## src/st_mem_pkg.sv

```systemverilog
package st_mem_pkg;

	//////////////////////////////////////////////////
	// bus level types
	//////////////////////////////////////////////////

	// 68000 word address, byte lane bit dropped
	typedef logic [23:1] word_addr_t;

	// one bus data word
	typedef logic [15:0] data_word_t;

	// {uds, lds}
	typedef logic [1:0] byte_sel_t;

	// host download target
	typedef logic [3:0] dl_index_t;

	// 8 MHz bus slots, one clk_32 each
	typedef enum logic [1:0] {
		SLOT_PRE   = 2'd0,
		SLOT_CPU   = 2'd1,
		SLOT_VIDEO = 2'd2,
		SLOT_SPARE = 2'd3
	} bus_slot_t;

	// configured st ram size
	typedef enum logic [2:0] {
		RAM_512K = 3'd0,
		RAM_1M   = 3'd1,
		RAM_2M   = 3'd2,
		RAM_4M   = 3'd3,
		RAM_8M   = 3'd4,
		RAM_14M  = 3'd5
	} ram_size_t;

	//////////////////////////////////////////////////
	// memory map
	//////////////////////////////////////////////////

	// upload bases as word addresses (byte address >> 1)
	localparam word_addr_t TOS256_BASE = 23'h700000;  // e00000
	localparam word_addr_t TOS192_BASE = 23'h7e0000;  // fc0000
	localparam word_addr_t CART_BASE   = 23'h7d0000;  // fa0000
	localparam word_addr_t CLEAR_BASE  = 23'h000000;

	// viking frame buffer at c00000 (st layout)
	localparam logic [5:0] VIKING_WIN_ST = 6'b110000;
	// viking frame buffer at e80000 (himem layout)
	localparam logic [4:0] VIKING_WIN_HI = 5'b11101;

	// accesses seen before the driver counts as loaded
	localparam logic [7:0] VIKING_USE_COUNT = 8'd255;

endpackage

```

## src/rom_upload.sv

```systemverilog
`timescale 1ns/10ps

module rom_upload (
	input  logic                   clk_32,
	input  logic                   xsint,
	input  logic                   host_dl_i,
	input  logic                   host_wr_i,
	input  st_mem_pkg::dl_index_t  host_index_i,
	input  st_mem_pkg::data_word_t host_data_i,
	input  st_mem_pkg::bus_slot_t  slot_i,
	output logic                   dl_active_o,
	output logic                   dl_wr_o,
	output st_mem_pkg::word_addr_t dl_addr_o,
	output st_mem_pkg::data_word_t dl_data_o,
	output logic                   tos192k_o
);

	import st_mem_pkg::*;

	logic       dl_q;
	logic       wr_toggle;
	logic       wr_toggle_seen;
	word_addr_t base_addr;

	// download level, one register behind the host
	assign dl_active_o = dl_q;

	// target base per index
	always_comb begin
		case (host_index_i)
			4'd0:    base_addr = TOS256_BASE;
			4'd1:    base_addr = TOS192_BASE;
			4'd2:    base_addr = CART_BASE;
			default: base_addr = CLEAR_BASE;
		endcase
	end

	//////////////////////////////////////////////////
	// host side
	//////////////////////////////////////////////////

	always_ff @(posedge clk_32 or negedge xsint) begin
		if (!xsint) begin
			dl_q      <= 1'b0;
			wr_toggle <= 1'b0;
		end else begin
			dl_q <= host_dl_i;
			// each write flips the toggle, picked up in the precycle
			if (host_wr_i && host_dl_i) begin
				wr_toggle <= ~wr_toggle;
			end
		end
	end

	// address and data payload
	always_ff @(posedge clk_32) begin
		// start one word early, first write pre-increments
		if (!dl_q && host_dl_i) begin
			dl_addr_o <= base_addr - 23'd1;
		end
		if (host_wr_i && host_dl_i) begin
			dl_addr_o <= dl_addr_o + 23'd1;
			// host sends little endian byte pairs
			dl_data_o <= {host_data_i[7:0], host_data_i[15:8]};
		end
	end

	//////////////////////////////////////////////////
	// precycle side
	//////////////////////////////////////////////////

	always_ff @(posedge clk_32 or negedge xsint) begin
		if (!xsint) begin
			wr_toggle_seen <= 1'b0;
			dl_wr_o        <= 1'b0;
			tos192k_o      <= 1'b0;
		end else begin
			dl_wr_o <= 1'b0;
			// sampled in pre, so the strobe lands in the cpu slot
			if (slot_i == SLOT_PRE) begin
				wr_toggle_seen <= wr_toggle;
				dl_wr_o        <= wr_toggle ^ wr_toggle_seen;
			end
			// rom layout follows where the image was written
			if (dl_q) begin
				if (dl_addr_o[23:18] == 6'b111111) begin
					tos192k_o <= 1'b1;
				end else if (dl_addr_o[23:20] == 4'he) begin
					tos192k_o <= 1'b0;
				end
			end
		end
	end

	// upload writes only ever go out in the cpu slot
	a_wr_in_cpu_slot: assert property (
		@(posedge clk_32) disable iff (!xsint)
		dl_wr_o |-> (slot_i == SLOT_CPU)
	) else $error("dl_wr_o outside SLOT_CPU");

endmodule

```

## src/ram_window.sv

```systemverilog
`timescale 1ns/10ps

module ram_window (
	input  logic                   clk_32,
	input  logic                   xsint,
	input  logic                   ras_n_i,
	input  st_mem_pkg::word_addr_t ram_addr_i,
	input  st_mem_pkg::ram_size_t  ram_size_i,
	input  logic                   viking_en_i,
	input  logic                   himem_i,
	output logic                   cs_req_o
);

	import st_mem_pkg::*;

	logic ras_n_q;
	logic size_en;
	logic viking_hit;
	logic ram_en;
	logic ras_fall;

	//////////////////////////////////////////////////
	// ras edge
	//////////////////////////////////////////////////

	// ras idles high
	always_ff @(posedge clk_32 or negedge xsint) begin
		if (!xsint) begin
			ras_n_q <= 1'b1;
		end else begin
			ras_n_q <= ras_n_i;
		end
	end

	assign ras_fall = ras_n_q & ~ras_n_i;

	//////////////////////////////////////////////////
	// address decode
	//////////////////////////////////////////////////

	// top of configured st ram
	always_comb begin
		case (ram_size_i)
			RAM_512K: size_en = (ram_addr_i[23:19] == 5'b00000);
			RAM_1M:   size_en = (ram_addr_i[23:20] == 4'b0000);
			RAM_2M:   size_en = (ram_addr_i[23:21] == 3'b000);
			RAM_4M:   size_en = (ram_addr_i[23:22] == 2'b00);
			RAM_8M:   size_en = ~ram_addr_i[23];
			// everything below c00000
			RAM_14M:  size_en = (ram_addr_i[23:22] != 2'b11);
			default:  size_en = 1'b0;
		endcase
	end

	// frame buffer window, placement set by himem
	assign viking_hit = viking_en_i & (himem_i ?
		(ram_addr_i[23:19] == VIKING_WIN_HI) :
		(ram_addr_i[23:18] == VIKING_WIN_ST));

	assign ram_en = size_en | viking_hit;

	// address zero is never a real chipset access
	assign cs_req_o = ras_fall & (|ram_addr_i) & ram_en;

	// one ras cycle, one request
	a_req_single: assert property (
		@(posedge clk_32) disable iff (!xsint)
		cs_req_o |=> !cs_req_o
	) else $error("cs_req_o held longer than one cycle");

endmodule

```

## src/viking_detect.sv

```systemverilog
`timescale 1ns/10ps

module viking_detect (
	input  logic                   clk_32,
	input  logic                   xsint,
	input  logic                   cpu_as_n_i,
	input  st_mem_pkg::word_addr_t cpu_addr_i,
	input  logic                   viking_en_i,
	input  logic                   himem_i,
	input  st_mem_pkg::bus_slot_t  slot_i,
	output logic                   viking_active_o
);

	import st_mem_pkg::*;

	logic [7:0] use_cnt;
	logic       win_hit;
	logic       use_seen;

	// cpu pointing into the frame buffer
	assign win_hit = himem_i ?
		(cpu_addr_i[23:19] == VIKING_WIN_HI) :
		(cpu_addr_i[23:18] == VIKING_WIN_ST);

	// one count per bus cycle, taken in the precycle
	assign use_seen = (slot_i == SLOT_PRE) & ~cpu_as_n_i & viking_en_i & win_hit;

	//////////////////////////////////////////////////
	// usage counter
	//////////////////////////////////////////////////

	always_ff @(posedge clk_32 or negedge xsint) begin
		if (!xsint) begin
			use_cnt         <= 8'd0;
			viking_active_o <= 1'b0;
		end else begin
			// saturate, a few probes are not enough
			if (use_seen && (use_cnt != VIKING_USE_COUNT)) begin
				use_cnt <= use_cnt + 8'd1;
			end
			viking_active_o <= (use_cnt == VIKING_USE_COUNT);
		end
	end

	// video source never falls back without a reset
	a_active_sticky: assert property (
		@(posedge clk_32) disable iff (!xsint)
		viking_active_o |=> viking_active_o
	) else $error("viking_active_o dropped");

endmodule

```

## src/mem_arbiter.sv

```systemverilog
`timescale 1ns/10ps

module mem_arbiter (
	input  logic                   clk_32,
	input  logic                   xsint,
	input  logic                   dl_active_i,
	input  logic                   dl_wr_i,
	input  st_mem_pkg::word_addr_t dl_addr_i,
	input  st_mem_pkg::data_word_t dl_data_i,
	input  logic                   cs_req_i,
	input  st_mem_pkg::word_addr_t ram_addr_i,
	input  logic                   ram_we_i,
	input  st_mem_pkg::byte_sel_t  ram_ds_i,
	input  st_mem_pkg::data_word_t ram_din_i,
	input  logic                   viking_active_i,
	input  logic                   video_rd_i,
	input  st_mem_pkg::word_addr_t video_addr_i,
	output st_mem_pkg::bus_slot_t  slot_o,
	output logic                   mem_req_o,
	output logic                   mem_we_o,
	output st_mem_pkg::word_addr_t mem_addr_o,
	output st_mem_pkg::byte_sel_t  mem_ds_o,
	output st_mem_pkg::data_word_t mem_din_o
);

	import st_mem_pkg::*;

	bus_slot_t slot_q;
	logic      upload_grant;
	logic      video_grant;

	//////////////////////////////////////////////////
	// slot counter
	//////////////////////////////////////////////////

	// pre, cpu, video, spare, wraps at 2 bits
	always_ff @(posedge clk_32 or negedge xsint) begin
		if (!xsint) begin
			slot_q <= SLOT_PRE;
		end else begin
			slot_q <= bus_slot_t'(slot_q + 2'd1);
		end
	end

	assign slot_o = slot_q;

	//////////////////////////////////////////////////
	// grant by slot owner
	//////////////////////////////////////////////////

	// cpu slot goes to the uploader for the whole download
	assign upload_grant = (slot_q == SLOT_CPU) & dl_active_i;
	// video slot only once the viking driver is running
	assign video_grant  = (slot_q == SLOT_VIDEO) & viking_active_i & video_rd_i;

	// control half of the request
	always_ff @(posedge clk_32 or negedge xsint) begin
		if (!xsint) begin
			mem_req_o <= 1'b0;
			mem_we_o  <= 1'b0;
		end else if (upload_grant) begin
			mem_req_o <= dl_wr_i;
			mem_we_o  <= 1'b1;
		end else if (video_grant) begin
			mem_req_o <= 1'b1;
			mem_we_o  <= 1'b0;
		end else begin
			mem_req_o <= cs_req_i;
			mem_we_o  <= ram_we_i;
		end
	end

	// address, strobes and write data
	always_ff @(posedge clk_32) begin
		if (upload_grant) begin
			mem_addr_o <= dl_addr_i;
			mem_ds_o   <= 2'b11;
		end else if (video_grant) begin
			mem_addr_o <= video_addr_i;
			mem_ds_o   <= 2'b11;
		end else begin
			mem_addr_o <= ram_addr_i;
			mem_ds_o   <= ram_ds_i;
		end
		// write data follows the download level, not the slot
		mem_din_o <= dl_active_i ? dl_data_i : ram_din_i;
	end

	// a granted video slot is always a plain read
	a_video_is_read: assert property (
		@(posedge clk_32) disable iff (!xsint)
		video_grant |=> (mem_req_o && !mem_we_o)
	) else $error("video slot issued a write");

endmodule

```

## src/st_mem_top.sv

```systemverilog
`timescale 1ns/10ps

module st_mem_top (
	input  logic                   clk_32,
	input  logic                   xsint,
	input  logic                   host_dl_i,
	input  logic                   host_wr_i,
	input  st_mem_pkg::dl_index_t  host_index_i,
	input  st_mem_pkg::data_word_t host_data_i,
	input  st_mem_pkg::ram_size_t  ram_size_i,
	input  logic                   viking_en_i,
	input  logic                   himem_i,
	input  logic                   cpu_as_n_i,
	input  st_mem_pkg::word_addr_t cpu_addr_i,
	input  logic                   ras_n_i,
	input  st_mem_pkg::word_addr_t ram_addr_i,
	input  logic                   ram_we_i,
	input  st_mem_pkg::byte_sel_t  ram_ds_i,
	input  st_mem_pkg::data_word_t ram_din_i,
	input  st_mem_pkg::word_addr_t video_addr_i,
	input  logic                   video_rd_i,
	output logic                   mem_req_o,
	output logic                   mem_we_o,
	output st_mem_pkg::word_addr_t mem_addr_o,
	output st_mem_pkg::byte_sel_t  mem_ds_o,
	output st_mem_pkg::data_word_t mem_din_o,
	output st_mem_pkg::bus_slot_t  bus_cycle_o,
	output logic                   viking_active_o,
	output logic                   tos192k_o
);

	import st_mem_pkg::*;

	// uploader to arbiter
	logic       dl_active;
	logic       dl_wr;
	word_addr_t dl_addr;
	data_word_t dl_data;

	// chipset request
	logic       cs_req;

	//////////////////////////////////////////////////
	// peers
	//////////////////////////////////////////////////

	rom_upload u_rom_upload (
		.clk_32       (clk_32),
		.xsint        (xsint),
		.host_dl_i    (host_dl_i),
		.host_wr_i    (host_wr_i),
		.host_index_i (host_index_i),
		.host_data_i  (host_data_i),
		.slot_i       (bus_cycle_o),
		.dl_active_o  (dl_active),
		.dl_wr_o      (dl_wr),
		.dl_addr_o    (dl_addr),
		.dl_data_o    (dl_data),
		.tos192k_o    (tos192k_o)
	);

	ram_window u_ram_window (
		.clk_32      (clk_32),
		.xsint       (xsint),
		.ras_n_i     (ras_n_i),
		.ram_addr_i  (ram_addr_i),
		.ram_size_i  (ram_size_i),
		.viking_en_i (viking_en_i),
		.himem_i     (himem_i),
		.cs_req_o    (cs_req)
	);

	viking_detect u_viking_detect (
		.clk_32          (clk_32),
		.xsint           (xsint),
		.cpu_as_n_i      (cpu_as_n_i),
		.cpu_addr_i      (cpu_addr_i),
		.viking_en_i     (viking_en_i),
		.himem_i         (himem_i),
		.slot_i          (bus_cycle_o),
		.viking_active_o (viking_active_o)
	);

	//////////////////////////////////////////////////
	// sdram request port
	//////////////////////////////////////////////////

	mem_arbiter u_mem_arbiter (
		.clk_32          (clk_32),
		.xsint           (xsint),
		.dl_active_i     (dl_active),
		.dl_wr_i         (dl_wr),
		.dl_addr_i       (dl_addr),
		.dl_data_i       (dl_data),
		.cs_req_i        (cs_req),
		.ram_addr_i      (ram_addr_i),
		.ram_we_i        (ram_we_i),
		.ram_ds_i        (ram_ds_i),
		.ram_din_i       (ram_din_i),
		.viking_active_i (viking_active_o),
		.video_rd_i      (video_rd_i),
		.video_addr_i    (video_addr_i),
		.slot_o          (bus_cycle_o),
		.mem_req_o       (mem_req_o),
		.mem_we_o        (mem_we_o),
		.mem_addr_o      (mem_addr_o),
		.mem_ds_o        (mem_ds_o),
		.mem_din_o       (mem_din_o)
	);

endmodule

```

## config.mk

```make
export PLATFORM = sky130hd
export DESIGN_NAME = st_mem_top
export DESIGN_NICKNAME = d
export VERILOG_FILES = /design/src/st_mem_pkg.sv /design/src/rom_upload.sv /design/src/ram_window.sv /design/src/viking_detect.sv /design/src/mem_arbiter.sv /design/src/st_mem_top.sv
export SDC_FILE = /design/constraint.sdc
export NUM_CORES = 1
export LEC_CHECK = 0
export BUFFER_PORTS_ARGS = -buffer_cell sky130_fd_sc_hd__buf_2
export CORE_MARGIN = 2
export CORE_UTILIZATION = 45
export DETAILED_ROUTE_END_ITERATION = 12
export PLACE_DENSITY_LB_ADDON = 0.2
export SLEW_MARGIN = 10
export SYNTH_ARGS = -nofsm -noshare
export SYNTH_HDL_FRONTEND = slang
export SYNTH_SLANG_ARGS = --single-unit
```

## constraint.sdc

```tcl
create_clock -name clk_32 -period 3.9 [get_ports clk_32]
set_input_delay 0.195 -clock clk_32 [delete_from_list [all_inputs] [get_ports clk_32]]
set_output_delay 0.195 -clock clk_32 [all_outputs]
set_load 0.01 [all_outputs]
```

; ---- Word-level counts from Yosys, hierarchy flattened
; Index checks and enable logic that the tools add are counted.
[word_totals]
elab_cells = 86
out_inout_bits = 47
input_bits = 120
regBits = 99
[classes]
n_bitwise = 16
n_reduce_logical = 16
n_eq_ne = 18
add_sub_neg = 4
n_mux = 16
[op_table]
columns = op, count
row1 = two-way mux 23 bit, 4
row2 = case mux 23 bit (3 select lines), 1
row3 = "adder 23 x 1 -> 23 bit, second input constant", 1
row4 = OR reduction 23 bit, 1
row5 = "subtractor 23 x 1 -> 23 bit, second input constant", 1
row6 = "equality test 6 bit, second input constant", 3
row7 = two-way mux 16 bit, 1
row8 = bitwise AND 1 bit, 10
row9 = "equality test 5 bit, second input constant", 2
row10 = two-way mux 1 bit, 9
row11 = "adder 8 x 1 -> 8 bit, second input constant", 1
row12 = "equality test 8 bit, second input constant", 1
row13 = zero test 4 bit, 2
row14 = "inequality test 8 bit, second input constant", 1
row15 = "equality test 3 x 2 -> 1 bit, second input constant", 2
row16 = "equality test 3 bit, second input constant", 2
row17 = zero test 3 bit, 2
row18 = case mux 1 bit (6 select lines), 1
row19 = zero test 5 bit, 1
row20 = "equality test 4 x 1 -> 1 bit, second input constant", 1
row21 = "equality test 4 x 2 -> 1 bit, second input constant", 1
row22 = "equality test 4 bit, second input constant", 1
row23 = zero test 2 bit, 2
row24 = inverter 1 bit, 4
row25 = 12 further kinds, 15

; ---- Longest topological paths before layout
; Gate-level depths: netlist of the first run.
[depth]
ltp_word = 7
ltp_mapped = 7
depth_no_buf = 7

; ---- By module
; From an unflattened synthesis of the first run, not the netlist that was laid out.
[unflattened]
hier_cells = 403
area_unflattened_um2 = 4388.0
[modules_own_cells]
columns = mod, area_per_inst_um2, seq_area_each_um2, n_inst, cells_per_inst
row1 = rom_upload, 2034.5, 1296.2, 1, 160
row2 = mem_arbiter, 1711.6, 920.9, 1, 180
row3 = viking_detect, 486.7, 225.2, 1, 40
row4 = ram_window, 155.1, 26.3, 1, 23

; ---- Worst setup path before layout of the first run
; No wires, ideal clock.
[synth_path]
path_kind = reg2reg
startpoint = reg u_rom_upload.dl_q, in the netlist u_rom_upload.dl_active_o
endpoint = reg u_rom_upload.dl_addr_o[0], enable pin
required_ns = 3.461
path_slack_ns = 0.981
setup_time_ns = 0.439
arrival_ns = 2.481
path_stages_with_launch = 4
n_path_buf = 2
synth_period_minus_slack_ns = 2.919
path_cell_list = dfrtp_1 -> buf_2 -> buf_1 -> a21boi_0
[synth_between]
elab_chain_cells = 3
[synth_lines]
columns = element, line
row1 = from (decl), rom_upload.sv:20  ; logic dl_q;
row2 = from (signal assigned), rom_upload.sv:47  ; dl_q <= host_dl_i;
row3 = zero test 1 bit, rom_upload.sv:58  ; if (!dl_q && host_dl_i) begin
row4 = logical AND 1 bit, rom_upload.sv:58
row5 = nonzero test 2 bit (no source line), -
row6 = to (signal assigned), rom_upload.sv:59  ; dl_addr_o <= base_addr - 23'd1;
row7 = to (signal assigned), rom_upload.sv:62  ; dl_addr_o <= dl_addr_o + 23'd1;
row8 = to (decl), rom_upload.sv:13  ; output st_mem_pkg::word_addr_t dl_addr_o,
; Every way passes these cells.
; A chain may end at the register's enable or synchronous reset.

; ---- Final worst setup path of the first run
[layout_path]
startpoint = reg u_rom_upload.dl_q, in the netlist u_rom_upload.dl_active_o
endpoint = reg u_mem_arbiter.mem_req_o
[layout_between]
elab_chain_cells = 2
[layout_lines]
columns = element, line
row1 = bitwise AND 1 bit, mem_arbiter.sv:52  ; assign upload_grant = (slot_q == SLOT_CPU) & dl_active_i;
row2 = two-way mux 1 bit, mem_arbiter.sv:61  ; end else if (upload_grant) begin
row3 = to (signal assigned), mem_arbiter.sv:62  ; mem_req_o <= dl_wr_i;
row4 = to (signal assigned), mem_arbiter.sv:68  ; mem_req_o <= cs_req_i;
row5 = to (decl), mem_arbiter.sv:19  ; output logic mem_req_o,
; Every way passes these cells.

==> results.yml, run 1 <==
outcome:
  status: "finished, final reports clean"
global_routing:
  grt_max_degree: 48
  grt-ovfl-total: 0
  grt_pass1_vias: 3385
  antenna_found_initial: 0
  grt_usage_pct: 19.4
  grt_pass1_wl_mm: 15.4
critical_path:
  cp.arrival_ns: 2.53
  worstPathRequired_ns: 4.14
  cp_top_family: "flip-flops"
  crit_type: "reg -> reg"
  cp_slowest_stage_delay_ns: 0.88
  cp_num_buf_inv: 1
  crit_slowest_cell: "dfrtp_1"
  critPathLaunchType: "register"
  reg2reg_slack_ns: 1.61
  crit_fanout: 47
  worst_setup_path_end_kind: "register"
  worstPathCellList: "and2_1 > buf_4 > nor2b_1 > nor4b_1 > a221o_1"
synthesis:
  synth-async-reset-ratio_pct: 19.2
  synth_area_leaders: "edfxtp_1 28%, dfxtp_1 19%, dfrtp_1 11%, mux2i_1 5.7%, mux2_2 4.8%"
  ys_warn_count: 0
  ys_ff_latch: 99
  ys.flop_type: "dfxtp_1"
  netlist_area_sq_um: 4210
  syn_avg_cell_area_sq_um: 11.8
  synth_common_cells: "47 x nand2_1, 41 x dfxtp_1, 39 x edfxtp_1"
  yosysMostFrequentCell: "nand2_1"
  yosysTopAreaCell: "edfxtp_1"
  syn-instance-count: 358
  synth_edf_count: 39
  synth_top_area_share_pct: 27.8
  yosysSeqAreaShare_pct: 58.6
  synthesis.nets: 485
  synth.distinct_cells: 44
clock_tree:
  cts_setup_buffers: 0
  cts_tree: "yes"
  cts_resized: 0
  clockBufferDepth: 2
  ctsRootBufferMaster: "clkbuf_8"
  clock_latency_ns: 0.35
  path_clk_slew_ns: 0.10
  htree_levels: 3
  numCtsBuffers: 9
  clock_sinks: 99
sta:
  setup_viol: 0
  fin_crit_sh_pct: 58.7
  worst_pin_slew_ns: 0.812
  finalClockSkew_ns: 0.0108
  hold_viol: 0
  period_needed_ns: 2.29
  clock.fmax_mhz: 437
  relSlewSlack_pct: 45.9
  worst_slack_ns: 1.61
  rsz0062_at_grt: "no"
  setup_tns_ns: 0
  slew_viol_final: 0
layout:
  antennaDiodeCount: 0
  fin_area_sq_um: 5400
  area_growth_pct: 28.3
  fin_nets: 649
  drive_above_1_share_pct: 37.2
floorplan:
  fp.dieH_um: 101
  die_x_um: 101
  die_area_sq_um: 10100
  io_pins: 167
  rows: 35
  core_area_sq_um: 9150
  start_util_pct: 46.0
drt:
  drt_wl_total_mm: 9.60
  drtPass1Iterations: 4
  vias: 3265
  ant_nets: 0
  drc: 0
  drt-vias-per-instance: 5.12
  drt-initial-drc-count: 127
  wire_per_inst_um: 15.0
placed_design:
  port_buffers: 149
  dp_hpwl_mm: 6.98
  post-place-ws_ns: 1.61
  dpl_cell_area_sq_um: 5070
  place_congestion: 0.847
power:
  irDropWorstVdd_mv: 0.248
  finalPower_w: 0.00204
  p_leak_nw: 2.26
  p_per_area_nw_per_um2: 377
flow_run:
  cap_violations: 0
hold_path:
  hp-class: "in -> reg"
==> timing repair <==
| item | CTS | global route |
|---|---|---|
| endpoints found under the hold margin | 31 | 1 |
| hold buffers | 14 | 1 |
| endpoints found under the setup margin | 0 | 0 |
==> placed cells by master, fill, tap and decap left out, drive strengths merged, types with 11 or more instances in the layout <==
cell type	netlist	final
buf	7	153
nand2	47	47
dfxtp	41	41
edfxtp	39	39
o21ai	30	30
mux2i	24	24
mux2	18	18
dfrtp	18	18
dlygate4sd3	0	15
xor2	14	14
nand4	12	12
xnor2	11	11
==> report_power, final <==
group          internal [W]  total, W  switching, W
Combinational      0.000125  0.000242      0.000117
Clock              0.000243  0.000617      0.000374
Sequential          0.00114   0.00118     0.0000350
Total               0.00151   0.00204      0.000526
==> state kept, by name (all words and copies together), names as in the netlist, 2 cells and up <==
| signal | cells |
|---|---|
| u_mem_arbiter.mem_addr_o | 23 |
| u_mem_arbiter.mem_din_o | 16 |
| u_mem_arbiter.mem_ds_o | 2 |
| u_mem_arbiter.slot_o | 2 |
| u_rom_upload.dl_addr_o | 23 |
| u_rom_upload.dl_data_o | 16 |
| u_viking_detect.use_cnt | 8 |
==> stage by stage <==
| stage | utilization (%) | hold WS [ns] | std cells |
|---|---|---|---|
| after floorplan | - | -0.101 | 358 |
| after global placement | 55.4 | 0.155 | 607 |
| after detailed placement | 55.4 | 0.153 | 607 |
| after CTS | 58.9 | 0.000104 | 637 |
| after global routing | 59.0 | -0.000640 | 638 |
| final | 59.0 | 0.0179 | 638 |
==> metal layers <==
layer  global-route usage, %  wire, um
met1                    22.9      3990
met5                       0         0
met3                    5.20       664
met4                    6.64       142
met2                    34.1      4800
==> path summary, 6_finish.rpt <==
check	from	end	depth (start not counted)
min in group asynchronous	xsint	u_viking_detect.use_cnt[6]	2
min reg2reg	u_viking_detect.use_cnt[7]	u_viking_detect.use_cnt[7]	1
max in group asynchronous	xsint	u_ram_window.ras_n_q	2
min	ram_ds_i[0]	u_mem_arbiter.mem_ds_o[0]	2
max	u_rom_upload.dl_active_o	u_mem_arbiter.mem_req_o	5
max reg2reg	u_rom_upload.dl_active_o	u_mem_arbiter.mem_req_o	5
==> cells by family after synthesis <==
kind of cell	after synthesis	share of synthesized area, %
buffers and inverters	22	2.11
muxes	42	10.5
and+or+nand+nor	114	14.8
xor gates and xnor gates	25	5.20
DFF	99	58.6
adders and majority gates	7	2.08
AOI/OAI and AO/OA	49	6.63
==> final cells by class <==
type	instances	area, sq um
timing repair buffer	168	926
tap	111	139
sequential	99	2470
inverter	7	26.3
clock buffer	9	124
multi-input combinational	237	1660
fill	776	3750
clock inverter	7	60.1
No activity file was read; power rests on OpenSTA's default activity.
==> run 2: changes to the inputs <==
CORE_UTILIZATION = 44   (was 45)
clock period = 2.08 ns   (was 3.9 ns; I/O delays follow)
==> results.yml, run 2 (synthesis results as in run 1) <==
outcome:
  status: "finished, final reports clean"
critical_path:
  worstPathRequired_ns: 2.33
  crit_slowest_cell: "dfrtp_1"
  cp_num_buf_inv: 0
  worst_setup_path_end_kind: "register"
  crit_fanout: 8
  cp_slowest_stage_delay_ns: 0.41
  crit_type: "reg -> reg"
  critPathLaunchType: "register"
  cp_top_family: "simple AND/OR/NAND/NOR gates"
  cp.arrival_ns: 2.10
  worstPathCellList: "ha_1 > and2_1 > and4_4 > nor4_4 > mux2_2"
drt:
  drt-initial-drc-count: 138
  drc: 0
  wire_per_inst_um: 14.5
  wl_met2_mm: 5.20
  ant_nets: 0
  wl_met1_mm: 3.99
  route.met3.wl_um: 567
  vias: 3431
  drt-vias-per-instance: 5.02
  drt_wl_total_mm: 9.87
  top_layer: "met4"
  drtPass1Iterations: 4
sta:
  hold_viol: 0
  setup_viol: 0
  worst_pin_slew_ns: 0.500
  worst_slack_ns: 0.233
  rsz0062_at_grt: "no"
  fin_crit_sh_pct: 88.8
  relSlewSlack_pct: 66.3
  period_needed_ns: 1.85
  slew_viol_final: 0
  finalClockSkew_ns: 0.00659
  clock.fmax_mhz: 541
  setup_tns_ns: 0
global_routing:
  grt_pass1_wl_mm: 15.4
  grt_max_degree: 52
  antenna_found_initial: 0
  grt-ovfl-total: 0
  grt_usage_pct: 19.3
  grt_pass1_vias: 3388
layout:
  final-instance-count-excl-fill: 683
  drive_above_1_share_pct: 36.1
  layout_commonest_cell: "buf_2"
  top_regs: "u_mem_arbiter.mem_addr_o x23, u_rom_upload.dl_addr_o x23"
  antennaDiodeCount: 0
  utilization_pct: 61.5
  fin_area_sq_um: 5710
  final_cell_mix: "149 x buf_2, 47 x nand2_1, 41 x dfxtp_1, 39 x edfxtp_1, 38 x dlygate4sd3_1"
  fin_nets: 676
  area_growth_pct: 35.6
floorplan:
  rows: 35
  start_util_pct: 45.4
  die_area_sq_um: 10400
  fp.dieH_um: 102
  die_x_um: 102
  io_pins: 167
  core_area_sq_um: 9280
clock_tree:
  clock_latency_ns: 0.36
  clock_sinks: 99
  ctsRootBufferMaster: "clkbuf_8"
  cts_tree: "yes"
  clockBufferDepth: 2
  path_clk_slew_ns: 0.10
  numCtsBuffers: 9
  htree_levels: 3
hold_path:
  hp-class: "in -> reg"
power:
  irDropWorstVdd_mv: 0.482
  p_leak_nw: 2.37
  p_per_area_nw_per_um2: 679
placed_design:
  dpl.cell_count: 629
  port_buffers: 149
  dpl_cell_area_sq_um: 5140
  post-place-ws_ns: 0.104
  place_congestion: 0.829
  dp_hpwl_mm: 6.82
flow_run:
  cap_violations: 0
==> run 2: cell count changes in the layout (fill, tap and decap cells not counted) <==
cell           delta
buf_12            +2
buf_4             +2
clkinv_2          -1
clkinv_4          -1
clkinvlp_4        +2
dlygate4sd3_1    +23
==> run 2: final timing paths <==
path                            slack [ns]  cells after the start                           end                       start
worst max-delay path                  0.23                      5    u_viking_detect.use_cnt[1]  u_viking_detect.use_cnt[0]
worst min-delay path                  0.02                      3  u_mem_arbiter.mem_addr_o[13]            video_addr_i[13]
worst max register to register        0.23                      5    u_viking_detect.use_cnt[1]  u_viking_detect.use_cnt[0]
worst min register to register        0.48                      1    u_mem_arbiter.mem_din_o[7]   u_rom_upload.dl_data_o[7]
max in group asynchronous             1.55                      2          u_ram_window.ras_n_q                       xsint
min in group asynchronous             0.20                      2      u_rom_upload.dl_active_o                       xsint
==> run 2: report_power, final <==
| group | switching (W) | total, W | internal (W) |
|---|---|---|---|
| Sequential | 0.0000579 | 0.00220 | 0.00215 |
| Combinational | 0.000234 | 0.000502 | 0.000268 |
| Clock | 0.000716 | 0.00117 | 0.000456 |
==> run 2: worst register-to-register path: stages, from the launching register on <==
cell	delay, ns
dfrtp_1	0.41
ha_1	0.25
and2_1	0.17
and4_4	0.18
nor4_4	0.35
mux2_2	0.39
==> run 2: final cells by class <==
cell class | count | area, sq um
fillers | 836 | 3570
flip-flops and latches | 99 | 2470
multi-input cells | 237 | 1660
repair buffers | 195 | 1210
well taps | 129 | 161
clock buffers | 9 | 124
clock inverters | 7 | 61.3
inverters | 7 | 26.3
==> run 2: layer usage <==
layer	global-route usage (%)	vias up
li1	-	1673
met1	22.6	1647
met2	35.1	101
met3	4.31	10
met4	6.67	0
met5	0	-
==> run 2: timing repair <==
| item | CTS | global route |
|---|---|---|
| endpoints found under the setup margin | 0 | 2 |
| hold endpoints to repair | 56 | 0 |
| setup buffers | 0 | 0 |
| resized for setup | 0 | 0 |
| hold buffers | 38 | 0 |
==> run 2: stage by stage <==
stage	hold slack (ns)	total power [W]
finish	0.0220	0.00388
global route	0.0148	0.00408
CTS	0.0127	0.00392
detailed placement	0.0669	0.00270
global placement	0.0608	0.00268
floorplan	-0.192	0.00246
==> run 3: changes to the inputs <==
HOLD_SLACK_MARGIN = 0.05   (was not set)
==> results.yml, run 3 (synthesis results as in run 1) <==
clock_tree:
  ctsRootBufferMaster: "clkbuf_8"
  path_clk_slew_ns: 0.10
  numCtsBuffers: 9
  cts_tree: "yes"
  clock_sinks: 99
  clockBufferDepth: 2
  htree_levels: 3
  clock_latency_ns: 0.36
sta:
  finalClockSkew_ns: 0.00845
  period_needed_ns: 2.03
  slew_viol_final: 0
  setup_tns_ns: 0
  hold_viol: 0
  worst_pin_slew_ns: 0.498
  fin_crit_sh_pct: 97.4
  relSlewSlack_pct: 66.5
  setup_viol: 0
  clock.fmax_mhz: 494
critical_path:
  crit_slowest_cell: "dlygate4sd3_1"
  r2r_start: "u_mem_arbiter.slot_o[0]"
  worst_setup_path_end_kind: "register"
  crit_type: "reg -> reg"
  r2r.worst_path.cells: 7
  worstPathRequired_ns: 2.34
  timing.rr.end: "u_mem_arbiter.mem_addr_o[1]"
  cp.arrival_ns: 2.28
  cp_slowest_stage_delay_ns: 0.57
  cp_top_family: "buffers and inverters"
  critPathLaunchType: "register"
  cp_num_buf_inv: 3
  crit_fanout: 13
  worstPathCellList: "inv_1 > ha_1 > and3_4 > buf_12 > mux2i_1 > dlygate4sd3_1 > o21ai_0"
  reg2reg_slack_ns: 0.05
power:
  clockPowerShare_pct: 29.9
  p_leak_nw: 2.51
  p_int_w: 0.00291
  p_sw_share_pct: 26.0
  p_seq_share_pct: 56.1
  p_switching_w: 0.00102
  p_per_area_nw_per_um2: 650
  irDropWorstVdd_mv: 0.482
  power_frac_comb_pct: 14.0
layout:
  fin_nets: 707
  drive_above_1_share_pct: 34.7
  layout_commonest_cell: "buf_2"
  area_growth_pct: 43.4
  antennaDiodeCount: 0
  top_regs: "u_mem_arbiter.mem_addr_o x23, u_rom_upload.dl_addr_o x23"
  final-instance-count-excl-fill: 714
  final_cell_mix: "149 x buf_2, 67 x dlygate4sd3_1, 47 x nand2_1, 41 x dfxtp_1, 39 x edfxtp_1"
floorplan:
  die_area_sq_um: 10400
  die_x_um: 102
  start_util_pct: 45.4
  core_area_sq_um: 9280
  rows: 35
  io_pins: 167
  fp.dieH_um: 102
global_routing:
  grt-ovfl-total: 0
  antenna_found_initial: 0
  grt_pass1_wl_mm: 16.0
  grt_max_degree: 52
  grt_pass1_vias: 3539
  grt_usage_pct: 20.1
hold_path:
  min_from: "ram_addr_i[6]"
  whs_endpoint: "u_mem_arbiter.mem_addr_o[6]"
  whs_path_depth: 3
  hp-class: "in -> reg"
drt:
  drc: 0
  ant_nets: 0
  drt-vias-per-instance: 5.04
  drt_wl_total_mm: 10.6
  drtPass1Iterations: 4
  drt-initial-drc-count: 130
  wire_per_inst_um: 14.8
  vias: 3596
placed_design:
  place_congestion: 0.829
  dpl.cell_count: 629
  dp_hpwl_mm: 6.82
  port_buffers: 149
flow_run:
  cap_violations: 0
outcome:
  status: "finished, final reports clean"
[run 3: cell count changes in the layout (fill, tap and decap cells not counted), sizes merged]
cell         delta
buf             +1
clkbuf          +1
dlygate4sd3    +29
[run 3: area by class of cell]
cell class,instances,area [sq um]
multi-input combinational,237,1660
fill,792,3250
timing repair buffer,226,1530
tap,129,161
clock inverter,7,61.3
sequential,99,2470
inverter,7,26.3
clock buffer,9,124
[run 3: through the flow]
stage	cell area (sq um)	power, W	utilization, %	hold WS (ns)	setup slack (ns)
2_1_floorplan	4210	0.00246	-	-0.192	0.195
3_3_place_gp	5140	0.00268	55.4	0.0608	0.134
3_5_place_dp	5140	0.00270	55.4	0.0669	0.104
4_1_cts	6000	0.00396	64.6	0.0540	0.0285
5_1_grt	6040	0.00412	65.0	0.0549	-0.0168
6_report	6040	0.00393	65.0	0.0608	0.0548
[run 3: how the worst max path moves through the flow]
stage | from | end | slack, ns | depth (start not counted)
global route | u_mem_arbiter.slot_o[0] | u_mem_arbiter.mem_addr_o[7] | -0.02 | 7
CTS | u_mem_arbiter.slot_o[0] | u_mem_arbiter.mem_addr_o[3] | 0.03 | 7
floorplan | u_rom_upload.dl_active_o | u_rom_upload.dl_addr_o[0] | 0.20 | 3
detailed placement | u_viking_detect.use_cnt[0] | u_viking_detect.use_cnt[1] | 0.10 | 5
finish | u_mem_arbiter.slot_o[0] | u_mem_arbiter.mem_addr_o[1] | 0.05 | 7
global placement | u_viking_detect.use_cnt[0] | u_viking_detect.use_cnt[1] | 0.13 | 5
[run 3: repair_timing]
action | CTS | global route
endpoints found under the hold margin | 75 | 0
hold buffers | 67 | 0
gates resized for setup | 0 | 2
setup buffers | 0 | 1
setup endpoints to repair | 0 | 10
[run 3: power groups by stage]
stage,Clock [W],Combinational (W),Sequential [W]
floorplan,0,0.000197,0.00227
global placement,0,0.000438,0.00224
detailed placement,0,0.000448,0.00225
CTS,0.00121,0.000545,0.00221
global route,0.00130,0.000602,0.00222
finish,0.00117,0.000548,0.00220
[run 3: worst min-delay path, delay by kind of cell]
kind                   cells  cell delay (ns)
multiplexers               1             0.07
buffers and inverters      1             0.10
AO/OA/AOI/OAI              1             0.12
[run 3: routing by layer]
metal / share of wire [%] / GRT usage (%)
met1: 40 / 22.8
met2: 53 / 37.1
met3: 5.7 / 4.45
met4: 1.5 / 7.08
met5: 0 / 0
